--- src/alu_core_cfg.svh ---
`ifndef ALU_CORE_CFG_SVH
`define ALU_CORE_CFG_SVH

// data path width
`define XLEN 32

// entries in each stage input FIFO, also the credits a sender starts with
`define FIFO_DEPTH 2

// credits the result stage holds toward the retire consumer after reset
`define RETIRE_CREDITS 4

`endif

--- src/isa_pkg.sv ---
package isa_pkg;

`include "alu_core_cfg.svh"

    typedef logic [`XLEN-1:0] xlen_t;
    typedef logic [4:0]       reg_addr_t;

    typedef enum logic [6:0] {
        OPC_OP     = 7'b0110011,
        OPC_OP_IMM = 7'b0010011,
        OPC_BRANCH = 7'b1100011
    } opcode_t;

    typedef enum logic [4:0] {
        ALU_ADD   = 5'd0,
        ALU_SUB   = 5'd1,
        ALU_EQU   = 5'd2,
        ALU_NEQ   = 5'd3,
        ALU_SLT   = 5'd4,
        ALU_SGE   = 5'd5,
        ALU_SLTU  = 5'd6,
        ALU_SGEU  = 5'd7,
        ALU_XOR   = 5'd8,
        ALU_OR    = 5'd9,
        ALU_SLL   = 5'd10,
        ALU_SRL   = 5'd11,
        ALU_SRA   = 5'd12,
        ALU_AND   = 5'd13,
        ALU_NO_OP = 5'd31
    } alu_ctrl_t;

    localparam logic [2:0] F3_ADD  = 3'b000; // funct3 of OP and OP-IMM
    localparam logic [2:0] F3_SLL  = 3'b001;
    localparam logic [2:0] F3_SLT  = 3'b010;
    localparam logic [2:0] F3_SLTU = 3'b011;
    localparam logic [2:0] F3_XOR  = 3'b100;
    localparam logic [2:0] F3_SR   = 3'b101;
    localparam logic [2:0] F3_OR   = 3'b110;
    localparam logic [2:0] F3_AND  = 3'b111;

    localparam logic [2:0] F3_BEQ  = 3'b000; // funct3 of BRANCH
    localparam logic [2:0] F3_BNE  = 3'b001;
    localparam logic [2:0] F3_BLT  = 3'b100;
    localparam logic [2:0] F3_BGE  = 3'b101;
    localparam logic [2:0] F3_BLTU = 3'b110;
    localparam logic [2:0] F3_BGEU = 3'b111;

    localparam logic [6:0] F7_ALT  = 7'b0100000; // selects SUB and SRA

endpackage

--- src/pipe_pkg.sv ---
package pipe_pkg;

    typedef struct packed {
        isa_pkg::xlen_t instr;
        isa_pkg::xlen_t pc;
    } fetch_t;

    typedef struct packed {
        isa_pkg::xlen_t     op_a;
        isa_pkg::xlen_t     op_b;
        isa_pkg::alu_ctrl_t alu_ctrl;
        isa_pkg::reg_addr_t rd;
        logic               we;
        logic               is_branch;
        isa_pkg::xlen_t     br_target;
        isa_pkg::xlen_t     pc_plus4;
    } ex_op_t;

    typedef struct packed {
        isa_pkg::xlen_t     data;
        isa_pkg::reg_addr_t rd;
        logic               we;
        logic               taken;
        isa_pkg::xlen_t     next_pc;
    } ex_res_t;

endpackage

--- src/credit_fifo.sv ---
`timescale 1ns/1ps

module credit_fifo #(
    parameter type payload_t = logic,
    parameter int  DEPTH     = 2
) (
    input  logic     clk,
    input  logic     arst_n_i,
    input  logic     push_i,
    input  payload_t data_i,
    input  logic     pop_i,
    output logic     empty_o,
    output payload_t data_o,
    output logic     credit_o
);
    localparam int PW = (DEPTH > 1) ? $clog2(DEPTH) : 1;
    localparam int CW = $clog2(DEPTH + 1);

    payload_t      mem [DEPTH];
    logic [PW-1:0] wr_ptr;
    logic [PW-1:0] rd_ptr;
    logic [CW-1:0] count;
    logic          do_pop;

    assign empty_o = (count == '0);
    assign data_o  = mem[rd_ptr];
    assign do_pop  = pop_i && !empty_o; // the sender's credits keep push from overflowing

    always_ff @(posedge clk) begin
        if (push_i) mem[wr_ptr] <= data_i;
    end

    always_ff @(posedge clk or negedge arst_n_i) begin
        if (!arst_n_i) begin
            wr_ptr   <= '0;
            rd_ptr   <= '0;
            count    <= '0;
            credit_o <= 1'b0;
        end else begin
            credit_o <= do_pop; // one credit back for each freed slot
            if (push_i) wr_ptr <= (wr_ptr == PW'(DEPTH - 1)) ? '0 : wr_ptr + 1'b1;
            if (do_pop) rd_ptr <= (rd_ptr == PW'(DEPTH - 1)) ? '0 : rd_ptr + 1'b1;
            if (push_i && !do_pop) count <= count + 1'b1;
            else if (!push_i && do_pop) count <= count - 1'b1;
        end
    end

endmodule

--- src/reg_file.sv ---
`timescale 1ns/1ps

module reg_file (
    input  logic               clk,
    input  logic               arst_n_i,
    input  isa_pkg::reg_addr_t raddr1_i,
    input  isa_pkg::reg_addr_t raddr2_i,
    output isa_pkg::xlen_t     rdata1_o,
    output isa_pkg::xlen_t     rdata2_o,
    input  logic               we_i,
    input  isa_pkg::reg_addr_t waddr_i,
    input  isa_pkg::xlen_t     wdata_i
);
    import isa_pkg::*;

    xlen_t regs [32];

    assign rdata1_o = regs[raddr1_i];
    assign rdata2_o = regs[raddr2_i];

    always_ff @(posedge clk or negedge arst_n_i) begin
        if (!arst_n_i) begin
            for (int i = 0; i < 32; i++) regs[i] <= '0;
        end else if (we_i && waddr_i != '0) begin // x0 never leaves its reset value
            regs[waddr_i] <= wdata_i;
        end
    end

endmodule

--- src/decode_stage.sv ---
`timescale 1ns/1ps
`include "alu_core_cfg.svh"

module decode_stage (
    input  logic               clk,
    input  logic               arst_n_i,
    input  logic               instr_valid_i,
    input  isa_pkg::xlen_t     instr_i,
    input  isa_pkg::xlen_t     pc_i,
    output logic               instr_credit_o,
    output isa_pkg::reg_addr_t raddr1_o,
    output isa_pkg::reg_addr_t raddr2_o,
    input  isa_pkg::xlen_t     rdata1_i,
    input  isa_pkg::xlen_t     rdata2_i,
    input  logic               wb_we_i,
    input  isa_pkg::reg_addr_t wb_addr_i,
    output logic               dx_valid_o,
    output isa_pkg::xlen_t     dx_op_a_o,
    output isa_pkg::xlen_t     dx_op_b_o,
    output isa_pkg::alu_ctrl_t dx_alu_ctrl_o,
    output isa_pkg::reg_addr_t dx_rd_o,
    output logic               dx_we_o,
    output logic               dx_is_branch_o,
    output isa_pkg::xlen_t     dx_br_target_o,
    output isa_pkg::xlen_t     dx_pc_plus4_o,
    input  logic               dx_credit_i
);
    import isa_pkg::*;
    import pipe_pkg::*;

    localparam int CW = $clog2(`FIFO_DEPTH + 1);

    fetch_t        in_entry;
    fetch_t        head;
    logic          fifo_empty;
    logic          issue;
    logic [CW-1:0] credits;
    logic [31:0]   pending;
    logic [31:0]   pending_nxt;
    opcode_t       opcode;
    logic [2:0]    funct3;
    logic          alt;
    reg_addr_t     rs1;
    reg_addr_t     rs2;
    reg_addr_t     rd;
    logic          is_op;
    logic          is_imm;
    logic          is_branch;
    logic          writes_rd;
    xlen_t         imm_i;
    xlen_t         imm_b;
    alu_ctrl_t     alu_ctrl;

    assign in_entry = '{instr: instr_i, pc: pc_i};

    credit_fifo #(
        .payload_t (fetch_t),
        .DEPTH     (`FIFO_DEPTH)
    ) i_fifo (
        .clk      (clk),
        .arst_n_i (arst_n_i),
        .push_i   (instr_valid_i),
        .data_i   (in_entry),
        .pop_i    (issue),
        .empty_o  (fifo_empty),
        .data_o   (head),
        .credit_o (instr_credit_o)
    );

    assign opcode    = opcode_t'(head.instr[6:0]);
    assign funct3    = head.instr[14:12];
    assign alt       = (head.instr[31:25] == F7_ALT);
    assign rd        = head.instr[11:7];
    assign rs1       = head.instr[19:15];
    assign rs2       = head.instr[24:20];
    assign is_op     = (opcode == OPC_OP);
    assign is_imm    = (opcode == OPC_OP_IMM);
    assign is_branch = (opcode == OPC_BRANCH);
    assign writes_rd = is_op || is_imm; // branches and unknown opcodes never write
    assign imm_i     = {{(`XLEN - 12){head.instr[31]}}, head.instr[31:20]};
    assign imm_b     = {{(`XLEN - 12){head.instr[31]}}, head.instr[7],
                        head.instr[30:25], head.instr[11:8], 1'b0};
    assign raddr1_o  = rs1;
    assign raddr2_o  = rs2;

    always_comb begin
        alu_ctrl = ALU_NO_OP;
        if (is_op || is_imm) begin
            case (funct3)
                F3_ADD:  alu_ctrl = (is_op && alt) ? ALU_SUB : ALU_ADD;
                F3_SLL:  alu_ctrl = ALU_SLL;
                F3_SLT:  alu_ctrl = ALU_SLT;
                F3_SLTU: alu_ctrl = ALU_SLTU;
                F3_XOR:  alu_ctrl = ALU_XOR;
                F3_SR:   alu_ctrl = alt ? ALU_SRA : ALU_SRL;
                F3_OR:   alu_ctrl = ALU_OR;
                default: alu_ctrl = ALU_AND;
            endcase
        end else if (is_branch) begin
            case (funct3)
                F3_BEQ:  alu_ctrl = ALU_EQU;
                F3_BNE:  alu_ctrl = ALU_NEQ;
                F3_BLT:  alu_ctrl = ALU_SLT;
                F3_BGE:  alu_ctrl = ALU_SGE;
                F3_BLTU: alu_ctrl = ALU_SLTU;
                F3_BGEU: alu_ctrl = ALU_SGEU;
                default: alu_ctrl = ALU_NO_OP;
            endcase
        end
    end

    // hold the head while any register it names is still owed a write
    // only OP and BRANCH carry an rs2, in OP-IMM those bits are immediate
    assign issue = !fifo_empty && (credits != '0)
                   && !(pending[rs1] || ((is_op || is_branch) && pending[rs2])
                        || pending[rd]);

    always_comb begin
        pending_nxt = pending;
        if (wb_we_i) pending_nxt[wb_addr_i] = 1'b0;
        if (issue && writes_rd && rd != '0) pending_nxt[rd] = 1'b1;
    end

    always_ff @(posedge clk or negedge arst_n_i) begin
        if (!arst_n_i) begin
            credits    <= CW'(`FIFO_DEPTH);
            pending    <= '0;
            dx_valid_o <= 1'b0;
        end else begin
            dx_valid_o <= issue;
            pending    <= pending_nxt;
            if (issue && !dx_credit_i) credits <= credits - 1'b1;
            else if (!issue && dx_credit_i) credits <= credits + 1'b1;
        end
    end

    always_ff @(posedge clk) begin
        if (issue) begin
            dx_op_a_o      <= rdata1_i;
            dx_op_b_o      <= is_imm ? imm_i : rdata2_i;
            dx_alu_ctrl_o  <= alu_ctrl;
            dx_rd_o        <= rd;
            dx_we_o        <= writes_rd;
            dx_is_branch_o <= is_branch;
            dx_br_target_o <= head.pc + imm_b;
            dx_pc_plus4_o  <= head.pc + xlen_t'(4);
        end
    end

endmodule

--- src/ex_stage.sv ---
`timescale 1ns/1ps
`include "alu_core_cfg.svh"

module ex_stage (
    input  logic               clk,
    input  logic               arst_n_i,
    input  logic               dx_valid_i,
    input  isa_pkg::xlen_t     dx_op_a_i,
    input  isa_pkg::xlen_t     dx_op_b_i,
    input  isa_pkg::alu_ctrl_t dx_alu_ctrl_i,
    input  isa_pkg::reg_addr_t dx_rd_i,
    input  logic               dx_we_i,
    input  logic               dx_is_branch_i,
    input  isa_pkg::xlen_t     dx_br_target_i,
    input  isa_pkg::xlen_t     dx_pc_plus4_i,
    output logic               dx_credit_o,
    output logic               xr_valid_o,
    output isa_pkg::xlen_t     xr_data_o,
    output isa_pkg::reg_addr_t xr_rd_o,
    output logic               xr_we_o,
    output logic               xr_taken_o,
    output isa_pkg::xlen_t     xr_next_pc_o,
    input  logic               xr_credit_i
);
    import isa_pkg::*;
    import pipe_pkg::*;

    localparam int CW = $clog2(`FIFO_DEPTH + 1);

    ex_op_t        in_entry;
    ex_op_t        op;
    logic          fifo_empty;
    logic          pop;
    logic [CW-1:0] credits;
    xlen_t         op_c;
    logic          taken;

    assign in_entry = '{op_a: dx_op_a_i, op_b: dx_op_b_i, alu_ctrl: dx_alu_ctrl_i,
                        rd: dx_rd_i, we: dx_we_i, is_branch: dx_is_branch_i,
                        br_target: dx_br_target_i, pc_plus4: dx_pc_plus4_i};

    credit_fifo #(
        .payload_t (ex_op_t),
        .DEPTH     (`FIFO_DEPTH)
    ) i_fifo (
        .clk      (clk),
        .arst_n_i (arst_n_i),
        .push_i   (dx_valid_i),
        .data_i   (in_entry),
        .pop_i    (pop),
        .empty_o  (fifo_empty),
        .data_o   (op),
        .credit_o (dx_credit_o)
    );

    always_comb begin
        case (op.alu_ctrl)
            ALU_ADD:  op_c = op.op_a + op.op_b;
            ALU_SUB:  op_c = op.op_a - op.op_b;
            ALU_EQU:  op_c = xlen_t'(op.op_a == op.op_b);
            ALU_NEQ:  op_c = xlen_t'(op.op_a != op.op_b);
            ALU_SLT:  op_c = xlen_t'($signed(op.op_a) < $signed(op.op_b));
            ALU_SGE:  op_c = xlen_t'($signed(op.op_a) >= $signed(op.op_b));
            ALU_SLTU: op_c = xlen_t'(op.op_a < op.op_b);
            ALU_SGEU: op_c = xlen_t'(op.op_a >= op.op_b);
            ALU_XOR:  op_c = op.op_a ^ op.op_b;
            ALU_OR:   op_c = op.op_a | op.op_b;
            ALU_SLL:  op_c = op.op_a << op.op_b[4:0];
            ALU_SRL:  op_c = op.op_a >> op.op_b[4:0];
            ALU_SRA:  op_c = $signed(op.op_a) >>> op.op_b[4:0];
            ALU_AND:  op_c = op.op_a & op.op_b;
            default:  op_c = '0; // NO_OP and unknown opcodes retire with zero
        endcase
    end

    assign taken = op.is_branch && (op_c != '0); // compare result is 0 or 1
    assign pop   = !fifo_empty && (credits != '0);

    always_ff @(posedge clk or negedge arst_n_i) begin
        if (!arst_n_i) begin
            credits    <= CW'(`FIFO_DEPTH);
            xr_valid_o <= 1'b0;
        end else begin
            xr_valid_o <= pop;
            if (pop && !xr_credit_i) credits <= credits - 1'b1;
            else if (!pop && xr_credit_i) credits <= credits + 1'b1;
        end
    end

    always_ff @(posedge clk) begin
        if (pop) begin
            xr_data_o    <= op_c;
            xr_rd_o      <= op.rd;
            xr_we_o      <= op.we;
            xr_taken_o   <= taken;
            xr_next_pc_o <= taken ? op.br_target : op.pc_plus4;
        end
    end

endmodule

--- src/result_stage.sv ---
`timescale 1ns/1ps
`include "alu_core_cfg.svh"

module result_stage (
    input  logic               clk,
    input  logic               arst_n_i,
    input  logic               xr_valid_i,
    input  isa_pkg::xlen_t     xr_data_i,
    input  isa_pkg::reg_addr_t xr_rd_i,
    input  logic               xr_we_i,
    input  logic               xr_taken_i,
    input  isa_pkg::xlen_t     xr_next_pc_i,
    output logic               xr_credit_o,
    output logic               wb_we_o,
    output isa_pkg::reg_addr_t wb_addr_o,
    output isa_pkg::xlen_t     wb_data_o,
    output logic               retire_valid_o,
    output isa_pkg::reg_addr_t retire_rd_o,
    output logic               retire_we_o,
    output isa_pkg::xlen_t     retire_data_o,
    output logic               retire_taken_o,
    output isa_pkg::xlen_t     retire_next_pc_o,
    input  logic               retire_credit_i
);
    import isa_pkg::*;
    import pipe_pkg::*;

    localparam int CW = $clog2(`RETIRE_CREDITS + 1);

    ex_res_t       in_entry;
    ex_res_t       head;
    logic          fifo_empty;
    logic          pop;
    logic [CW-1:0] credits;
    reg_addr_t     rd_q;
    xlen_t         data_q;
    logic          we_q;

    assign in_entry = '{data: xr_data_i, rd: xr_rd_i, we: xr_we_i,
                        taken: xr_taken_i, next_pc: xr_next_pc_i};

    credit_fifo #(
        .payload_t (ex_res_t),
        .DEPTH     (`FIFO_DEPTH)
    ) i_fifo (
        .clk      (clk),
        .arst_n_i (arst_n_i),
        .push_i   (xr_valid_i),
        .data_i   (in_entry),
        .pop_i    (pop),
        .empty_o  (fifo_empty),
        .data_o   (head),
        .credit_o (xr_credit_o)
    );

    assign pop = !fifo_empty && (credits != '0);

    // write-back and retire leave in the same cycle from the same registers
    assign wb_we_o       = retire_valid_o && we_q;
    assign wb_addr_o     = rd_q;
    assign wb_data_o     = data_q;
    assign retire_rd_o   = rd_q;
    assign retire_we_o   = we_q;
    assign retire_data_o = data_q;

    always_ff @(posedge clk or negedge arst_n_i) begin
        if (!arst_n_i) begin
            credits        <= CW'(`RETIRE_CREDITS);
            retire_valid_o <= 1'b0;
            we_q           <= 1'b0;
        end else begin
            retire_valid_o <= pop;
            if (pop) we_q <= head.we;
            if (pop && !retire_credit_i) credits <= credits - 1'b1;
            else if (!pop && retire_credit_i) credits <= credits + 1'b1;
        end
    end

    always_ff @(posedge clk) begin
        if (pop) begin
            rd_q             <= head.rd;
            data_q           <= head.data;
            retire_taken_o   <= head.taken;
            retire_next_pc_o <= head.next_pc;
        end
    end

endmodule

--- src/alu_core.sv ---
`timescale 1ns/1ps

module alu_core (
    input  logic               clk,
    input  logic               arst_n_i,
    input  logic               instr_valid_i,
    input  isa_pkg::xlen_t     instr_i,
    input  isa_pkg::xlen_t     pc_i,
    output logic               instr_credit_o,
    output logic               retire_valid_o,
    output isa_pkg::reg_addr_t retire_rd_o,
    output logic               retire_we_o,
    output isa_pkg::xlen_t     retire_data_o,
    output logic               retire_taken_o,
    output isa_pkg::xlen_t     retire_next_pc_o,
    input  logic               retire_credit_i
);
    import isa_pkg::*;

    reg_addr_t raddr1;
    reg_addr_t raddr2;
    xlen_t     rdata1;
    xlen_t     rdata2;
    logic      wb_we;
    reg_addr_t wb_addr;
    xlen_t     wb_data;
    logic      dx_valid;
    xlen_t     dx_op_a;
    xlen_t     dx_op_b;
    alu_ctrl_t dx_alu_ctrl;
    reg_addr_t dx_rd;
    logic      dx_we;
    logic      dx_is_branch;
    xlen_t     dx_br_target;
    xlen_t     dx_pc_plus4;
    logic      dx_credit;
    logic      xr_valid;
    xlen_t     xr_data;
    reg_addr_t xr_rd;
    logic      xr_we;
    logic      xr_taken;
    xlen_t     xr_next_pc;
    logic      xr_credit;

    decode_stage i_decode_stage (
        .clk            (clk),
        .arst_n_i       (arst_n_i),
        .instr_valid_i  (instr_valid_i),
        .instr_i        (instr_i),
        .pc_i           (pc_i),
        .instr_credit_o (instr_credit_o),
        .raddr1_o       (raddr1),
        .raddr2_o       (raddr2),
        .rdata1_i       (rdata1),
        .rdata2_i       (rdata2),
        .wb_we_i        (wb_we),
        .wb_addr_i      (wb_addr),
        .dx_valid_o     (dx_valid),
        .dx_op_a_o      (dx_op_a),
        .dx_op_b_o      (dx_op_b),
        .dx_alu_ctrl_o  (dx_alu_ctrl),
        .dx_rd_o        (dx_rd),
        .dx_we_o        (dx_we),
        .dx_is_branch_o (dx_is_branch),
        .dx_br_target_o (dx_br_target),
        .dx_pc_plus4_o  (dx_pc_plus4),
        .dx_credit_i    (dx_credit)
    );

    ex_stage i_ex_stage (
        .clk            (clk),
        .arst_n_i       (arst_n_i),
        .dx_valid_i     (dx_valid),
        .dx_op_a_i      (dx_op_a),
        .dx_op_b_i      (dx_op_b),
        .dx_alu_ctrl_i  (dx_alu_ctrl),
        .dx_rd_i        (dx_rd),
        .dx_we_i        (dx_we),
        .dx_is_branch_i (dx_is_branch),
        .dx_br_target_i (dx_br_target),
        .dx_pc_plus4_i  (dx_pc_plus4),
        .dx_credit_o    (dx_credit),
        .xr_valid_o     (xr_valid),
        .xr_data_o      (xr_data),
        .xr_rd_o        (xr_rd),
        .xr_we_o        (xr_we),
        .xr_taken_o     (xr_taken),
        .xr_next_pc_o   (xr_next_pc),
        .xr_credit_i    (xr_credit)
    );

    result_stage i_result_stage (
        .clk              (clk),
        .arst_n_i         (arst_n_i),
        .xr_valid_i       (xr_valid),
        .xr_data_i        (xr_data),
        .xr_rd_i          (xr_rd),
        .xr_we_i          (xr_we),
        .xr_taken_i       (xr_taken),
        .xr_next_pc_i     (xr_next_pc),
        .xr_credit_o      (xr_credit),
        .wb_we_o          (wb_we),
        .wb_addr_o        (wb_addr),
        .wb_data_o        (wb_data),
        .retire_valid_o   (retire_valid_o),
        .retire_rd_o      (retire_rd_o),
        .retire_we_o      (retire_we_o),
        .retire_data_o    (retire_data_o),
        .retire_taken_o   (retire_taken_o),
        .retire_next_pc_o (retire_next_pc_o),
        .retire_credit_i  (retire_credit_i)
    );

    reg_file i_reg_file (
        .clk      (clk),
        .arst_n_i (arst_n_i),
        .raddr1_i (raddr1),
        .raddr2_i (raddr2),
        .rdata1_o (rdata1),
        .rdata2_o (rdata2),
        .we_i     (wb_we),
        .waddr_i  (wb_addr),
        .wdata_i  (wb_data)
    );

endmodule

--- config.mk ---
export PLATFORM = sky130hd
export DESIGN_NAME = alu_core
export DESIGN_NICKNAME = d
export VERILOG_FILES = /design/src/isa_pkg.sv /design/src/pipe_pkg.sv /design/src/credit_fifo.sv /design/src/reg_file.sv /design/src/decode_stage.sv /design/src/ex_stage.sv /design/src/result_stage.sv /design/src/alu_core.sv
export VERILOG_INCLUDE_DIRS = /design/src
export SDC_FILE = /design/constraint.sdc
export NUM_CORES = 2
export LEC_CHECK = 0
export BUFFER_PORTS_ARGS = -buffer_cell sky130_fd_sc_hd__buf_2
export CORE_UTILIZATION = 45
export DETAILED_ROUTE_END_ITERATION = 10
export PLACE_DENSITY = 0.63
export SLEW_MARGIN = 40
export SYNTH_ARGS = -nofsm -noshare
export SYNTH_HDL_FRONTEND = slang
export SYNTH_SLANG_ARGS = --single-unit
--- constraint.sdc ---
create_clock -name clk -period 16.1 [get_ports clk]
set_input_delay 0 -clock clk [delete_from_list [all_inputs] [get_ports clk]]
set_output_delay 0 -clock clk [all_outputs]
set_load 0.01 [all_outputs]
==> results.yml <==
run_status:
  status: "complete, no violations"
logic_synthesis:
  syn-instance-count: 7501
  ys_ff_latch: 1908
  async_reset_ff_frac: 0.5660
  avgSynthCellArea_um2: 13.14
  syn-cell-area_um2: 98580
  synth-edff-count: 828
  yosysSeqAreaShare: 0.5264
  ys.flop_type: "dfrtp_1"
  yosys_warnings: 0
  ys_types: 96
  synth_nets: 7707
pwr:
  peakVddDrop_mv: 0.1450
  p_int_mw: 8.583
  clkPwrFrac: 0.441
  p_switching_mw: 2.959
  p_seq_frac: 0.451
  leakage_nw: 45.51
  power_per_cell_area_nw_per_um2: 103.0
  comb_power_share: 0.108
  total_power_mw: 11.54
  p_sw_frac: 0.2564
timing:
  max_slew.worst_pin.slew_ns: 0.9927
  maxSlewHeadroom: 0.3312
  setup_tns_ns: 0
  finalHoldViolations: 0
  post-route-period-util: 0.5403
  fin_skew_ns: 0.05717
  finalMaxSlewViolations: 0
  rsz0062_at_grt: "false"
  finalSetupViolCount: 0
  layout_min_cycle_time_ns: 8.699
  fmax_mhz: 115.0
worst_setup_path:
  cp_common_cell: "buf_4"
  crit_arrival_ns: 9.34
  worst_setup_path_end_kind: "register"
  slowest_stage: "dfrtp_4"
  path_cells: "buf_4 -> mux2_2 -> buf_4 -> inv_1 -> ha_1 -> nor2_1 -> o31ai_1 -> a2111oi_2 -> o22ai_1 -> a2111o_1 -> a22o_1 -> o31a_1 -> a31o_2 -> and3_1 -> a2111oi_0 -> and2_1 -> nand3_1 -> buf_4 -> or3_1 -> buf_4 -> o221a_1"
  r2r_slack_ns: 7.40
  worstPathMaxFanout: 38
  path_buf_inv: 5
  required_ns: 16.74
  critPathKind: "register to register"
  slowest_delay_ns: 0.80
  path_delay_family: "compound AO/OA/AOI/OAI gates"
  startpoint_type: "register"
layout:
  drive_above_1_share: 0.3211
  num-nets-final: 7768
  design_area_um2: 112100
  nFillCells: 18210
  multi_input_area_um2: 43960
  area_growth_pct: 13.69
  ff_latch_area_um2: 51900
place:
  io_buffers: 140
  place_hpwl_um: 197500
  dpl-instance-area_um2: 103100
  place_congestion: 1.007
clock_network:
  insertion_delay_ns: 0.89
  clockRootBuffer: "clkbuf_16"
  cts-htree-levels: 4
  cts_max_path_buffers: 3
  postCtsSetupRepairBufs: 0
  numCtsBuffers: 204
  cts_tree: "done"
  clk_pin_slew_ns: 0.06
  cts_sinks: 1908
grt:
  grt-ovfl-total: 0
  grt_first_pass_wirelength_um: 463600
  first_global_vias: 67610
  antenna_found_initial: 18
  grt_max_degree: 123
  grt_usage: 0.2833
floorplanning:
  fp.coreArea_um2: 217400
  start_util: 0.4535
  die_area_um2: 221000
  die_x_um: 470.1
  num_rows: 171
  dieHeight_um: 470.1
  ios: 141
drt:
  drt-wirelength-per-cell_um: 29.73
  remaining_drc_errors: 0
  firstDrtPassIters: 8
  ant_nets: 0
  vias_per_cell: 6.357
  vias: 67400
  drt_wl_total_um: 315300
  drt_iter0_drc: 6926
min_path:
  min_path_type: "primary input to register"
job:
  drv_cap: 0
-- final timing paths --
check / startpoint / endpoint / cells past startpoint
max: i_ex_stage.i_fifo.rd_ptr$_DFFE_PN0P_ / i_ex_stage.xr_next_pc_o[3]$_DFFE_PP_ / 21
min: instr_valid_i / i_decode_stage.i_fifo.count[0]$_DFFE_PN0P_ / 4
max reg2reg: i_ex_stage.i_fifo.rd_ptr$_DFFE_PN0P_ / i_ex_stage.xr_next_pc_o[3]$_DFFE_PP_ / 21
min reg2reg: i_reg_file.regs[1015]$_DFFE_PN0P_ / i_reg_file.regs[1015]$_DFFE_PN0P_ / 0
max in group asynchronous: arst_n_i / i_decode_stage.i_fifo.rd_ptr$_DFFE_PN0P_ / 7
min in group asynchronous: arst_n_i / i_reg_file.regs[71]$_DFFE_PN0P_ / 4
-- timing repair --
item	4_1_cts	5_1_grt
resized for setup	0	0
hold endpoints to repair	487	0
hold buffers	134	0
-- routing by layer --
layer	global-route usage	wire length [um]
met1	0.3854	130300
met5	0	63
met4	0.1006	11600
met3	0.04999	23470
met2	0.4562	149800
-- synth_stat cells (31+ instances only) --
| master | instances | share of area |
|---|---|---|
| ha_1 | 134 | 0.017 |
| nor3_1 | 107 | 0.0054 |
| a221oi_1 | 51 | 0.0045 |
| nor2_1 | 275 | 0.010 |
| dfrtp_1 | 1077 | 0.27 |
| mux4_2 | 535 | 0.12 |
| a22o_1 | 51 | 0.0045 |
| mux2_2 | 1125 | 0.13 |
| inv_1 | 200 | 0.0076 |
| edfxtp_1 | 828 | 0.25 |
| nand3_1 | 323 | 0.016 |
| o21ai_0 | 165 | 0.0084 |
| o22ai_1 | 56 | 0.0036 |
| o211ai_1 | 69 | 0.0053 |
| xnor2_1 | 57 | 0.0051 |
| o221a_1 | 31 | 0.0035 |
| clkbuf_1 | 442 | 0.017 |
| nand2_1 | 806 | 0.031 |
| mux2i_1 | 125 | 0.013 |
| buf_1 | 154 | 0.0059 |
| a31oi_1 | 66 | 0.0042 |
| and3_1 | 43 | 0.0027 |
| a311oi_1 | 42 | 0.0037 |
| a21oi_1 | 168 | 0.0085 |
| a211oi_1 | 57 | 0.0043 |
| nor2b_1 | 33 | 0.0021 |
-- power by group through the flow --
stage,logic (mW),clock network (mW),registers (mW)
6_report,1.25,5.09,5.20
5_1_grt,1.32,5.37,5.21
4_1_cts,1.23,5.17,5.20
3_5_place_dp,1.20,0,5.30
3_3_place_gp,1.18,0,5.29
2_1_floorplan,0.718,0,5.29
-- sequential cells by signal, summed over array words and instances, names as in the netlist, 3 cells and up --
register and count:
i_reg_file.regs 1024, i_ex_stage.i_fifo.mem 278, i_result_stage.i_fifo.mem 142, i_decode_stage.i_fifo.mem 128
i_decode_stage.dx_op_a_o 32, i_decode_stage.dx_op_b_o 32, i_decode_stage.dx_pc_plus4_o 32, i_decode_stage.pending 32
i_ex_stage.xr_data_o 32, i_ex_stage.xr_next_pc_o 32, i_result_stage.retire_data_o 32, i_result_stage.retire_next_pc_o 32
i_decode_stage.dx_br_target_o 31, i_decode_stage.dx_alu_ctrl_o 5, i_decode_stage.dx_rd_o 5, i_ex_stage.xr_rd_o 5
i_result_stage.retire_rd_o 5, i_result_stage.credits 3
-- worst register-to-register path: cells and delay by family (launching register included) --
family / cells / cell delay (ns)
AND/OR/NAND/NOR: 5 / 1.39
AO/OA/AOI/OAI: 9 / 3.30
multiplexers: 1 / 0.46
buffers and inverters: 5 / 2.07
adder cells (fa/ha/maj): 1 / 0.44
flip-flops: 1 / 0.80
-- area by class of cell --
cell class | count | area share
Multi-Input combinational cell | 4755 | 0.3923
Clock inverter | 115 | 0.01536
Timing Repair Buffer | 487 | 0.03921
Sequential cell | 1908 | 0.4631
Tap cell | 2854 | 0.03186
Clock buffer | 270 | 0.05099
Antenna cell | 8 | 0.0001786
Inverter | 206 | 0.007044
-- per-stage QoR --
stage                     hold WS (ns)  utilization  worst slack (ns)  std cells
final                          0.07591       0.5156             7.401      10600
after global routing           0.08801       0.5155             7.032      10600
after CTS                      0.02318       0.5146             7.591      10590
after detailed placement     -0.003570       0.4742             7.642      10070
after global placement          0.1437       0.4702             7.721      10020
after floorplan                -0.2956            -             8.903       7501
-- cell families (layout without fill, tap and decap cells) --
group | Yosys count | in the layout | synth area share
flip-flops | 1908 | 1908 | 0.5264
multiplexers | 1792 | 1792 | 0.2647
AND/OR/NAND/NOR | 1736 | 1736 | 0.07833
AO/OA/AOI/OAI | 1003 | 1003 | 0.07196
buffers and inverters | 838 | 1078 | 0.03319
adder cells (fa/ha/maj) | 138 | 138 | 0.01782
XOR/XNOR | 86 | 86 | 0.007640
other | 0 | 8 | 0
-- placed cells by master, fill, tap and decap left out, types with 26 or more instances in the layout --
master         synthesis  final
clkinv_2               0     35
clkbuf_8               0     33
a211oi_1              57     56
o21ai_0              165    153
dfrtp_1             1077   1074
inv_1                200    196
mux2_2              1125   1121
mux2i_1              125    111
o211ai_1              69     69
buf_4                  3    113
o221a_1               31     31
a21oi_1              168    168
clkbuf_16              0    206
nand3_1              323    323
xor2_1                29     29
o22ai_1               56     54
nand2_1              806    793
nor3_1               107    105
edfxtp_1             828    828
dlygate4sd3_1          0    133
xnor2_1               57     57
a22o_1                51     51
a311oi_1              42     42
bufinv_16              0     30
clkbuf_1             442     32
nor2_1               275    250
mux4_2               535    535
nor2b_1               33     26
ha_1                 134    134
a31oi_1               66     63
a221oi_1              51     51
and3_1                43     43
buf_6                 11     61
buf_2                 22    139
No activity file was read; power rests on OpenSTA's default activity.
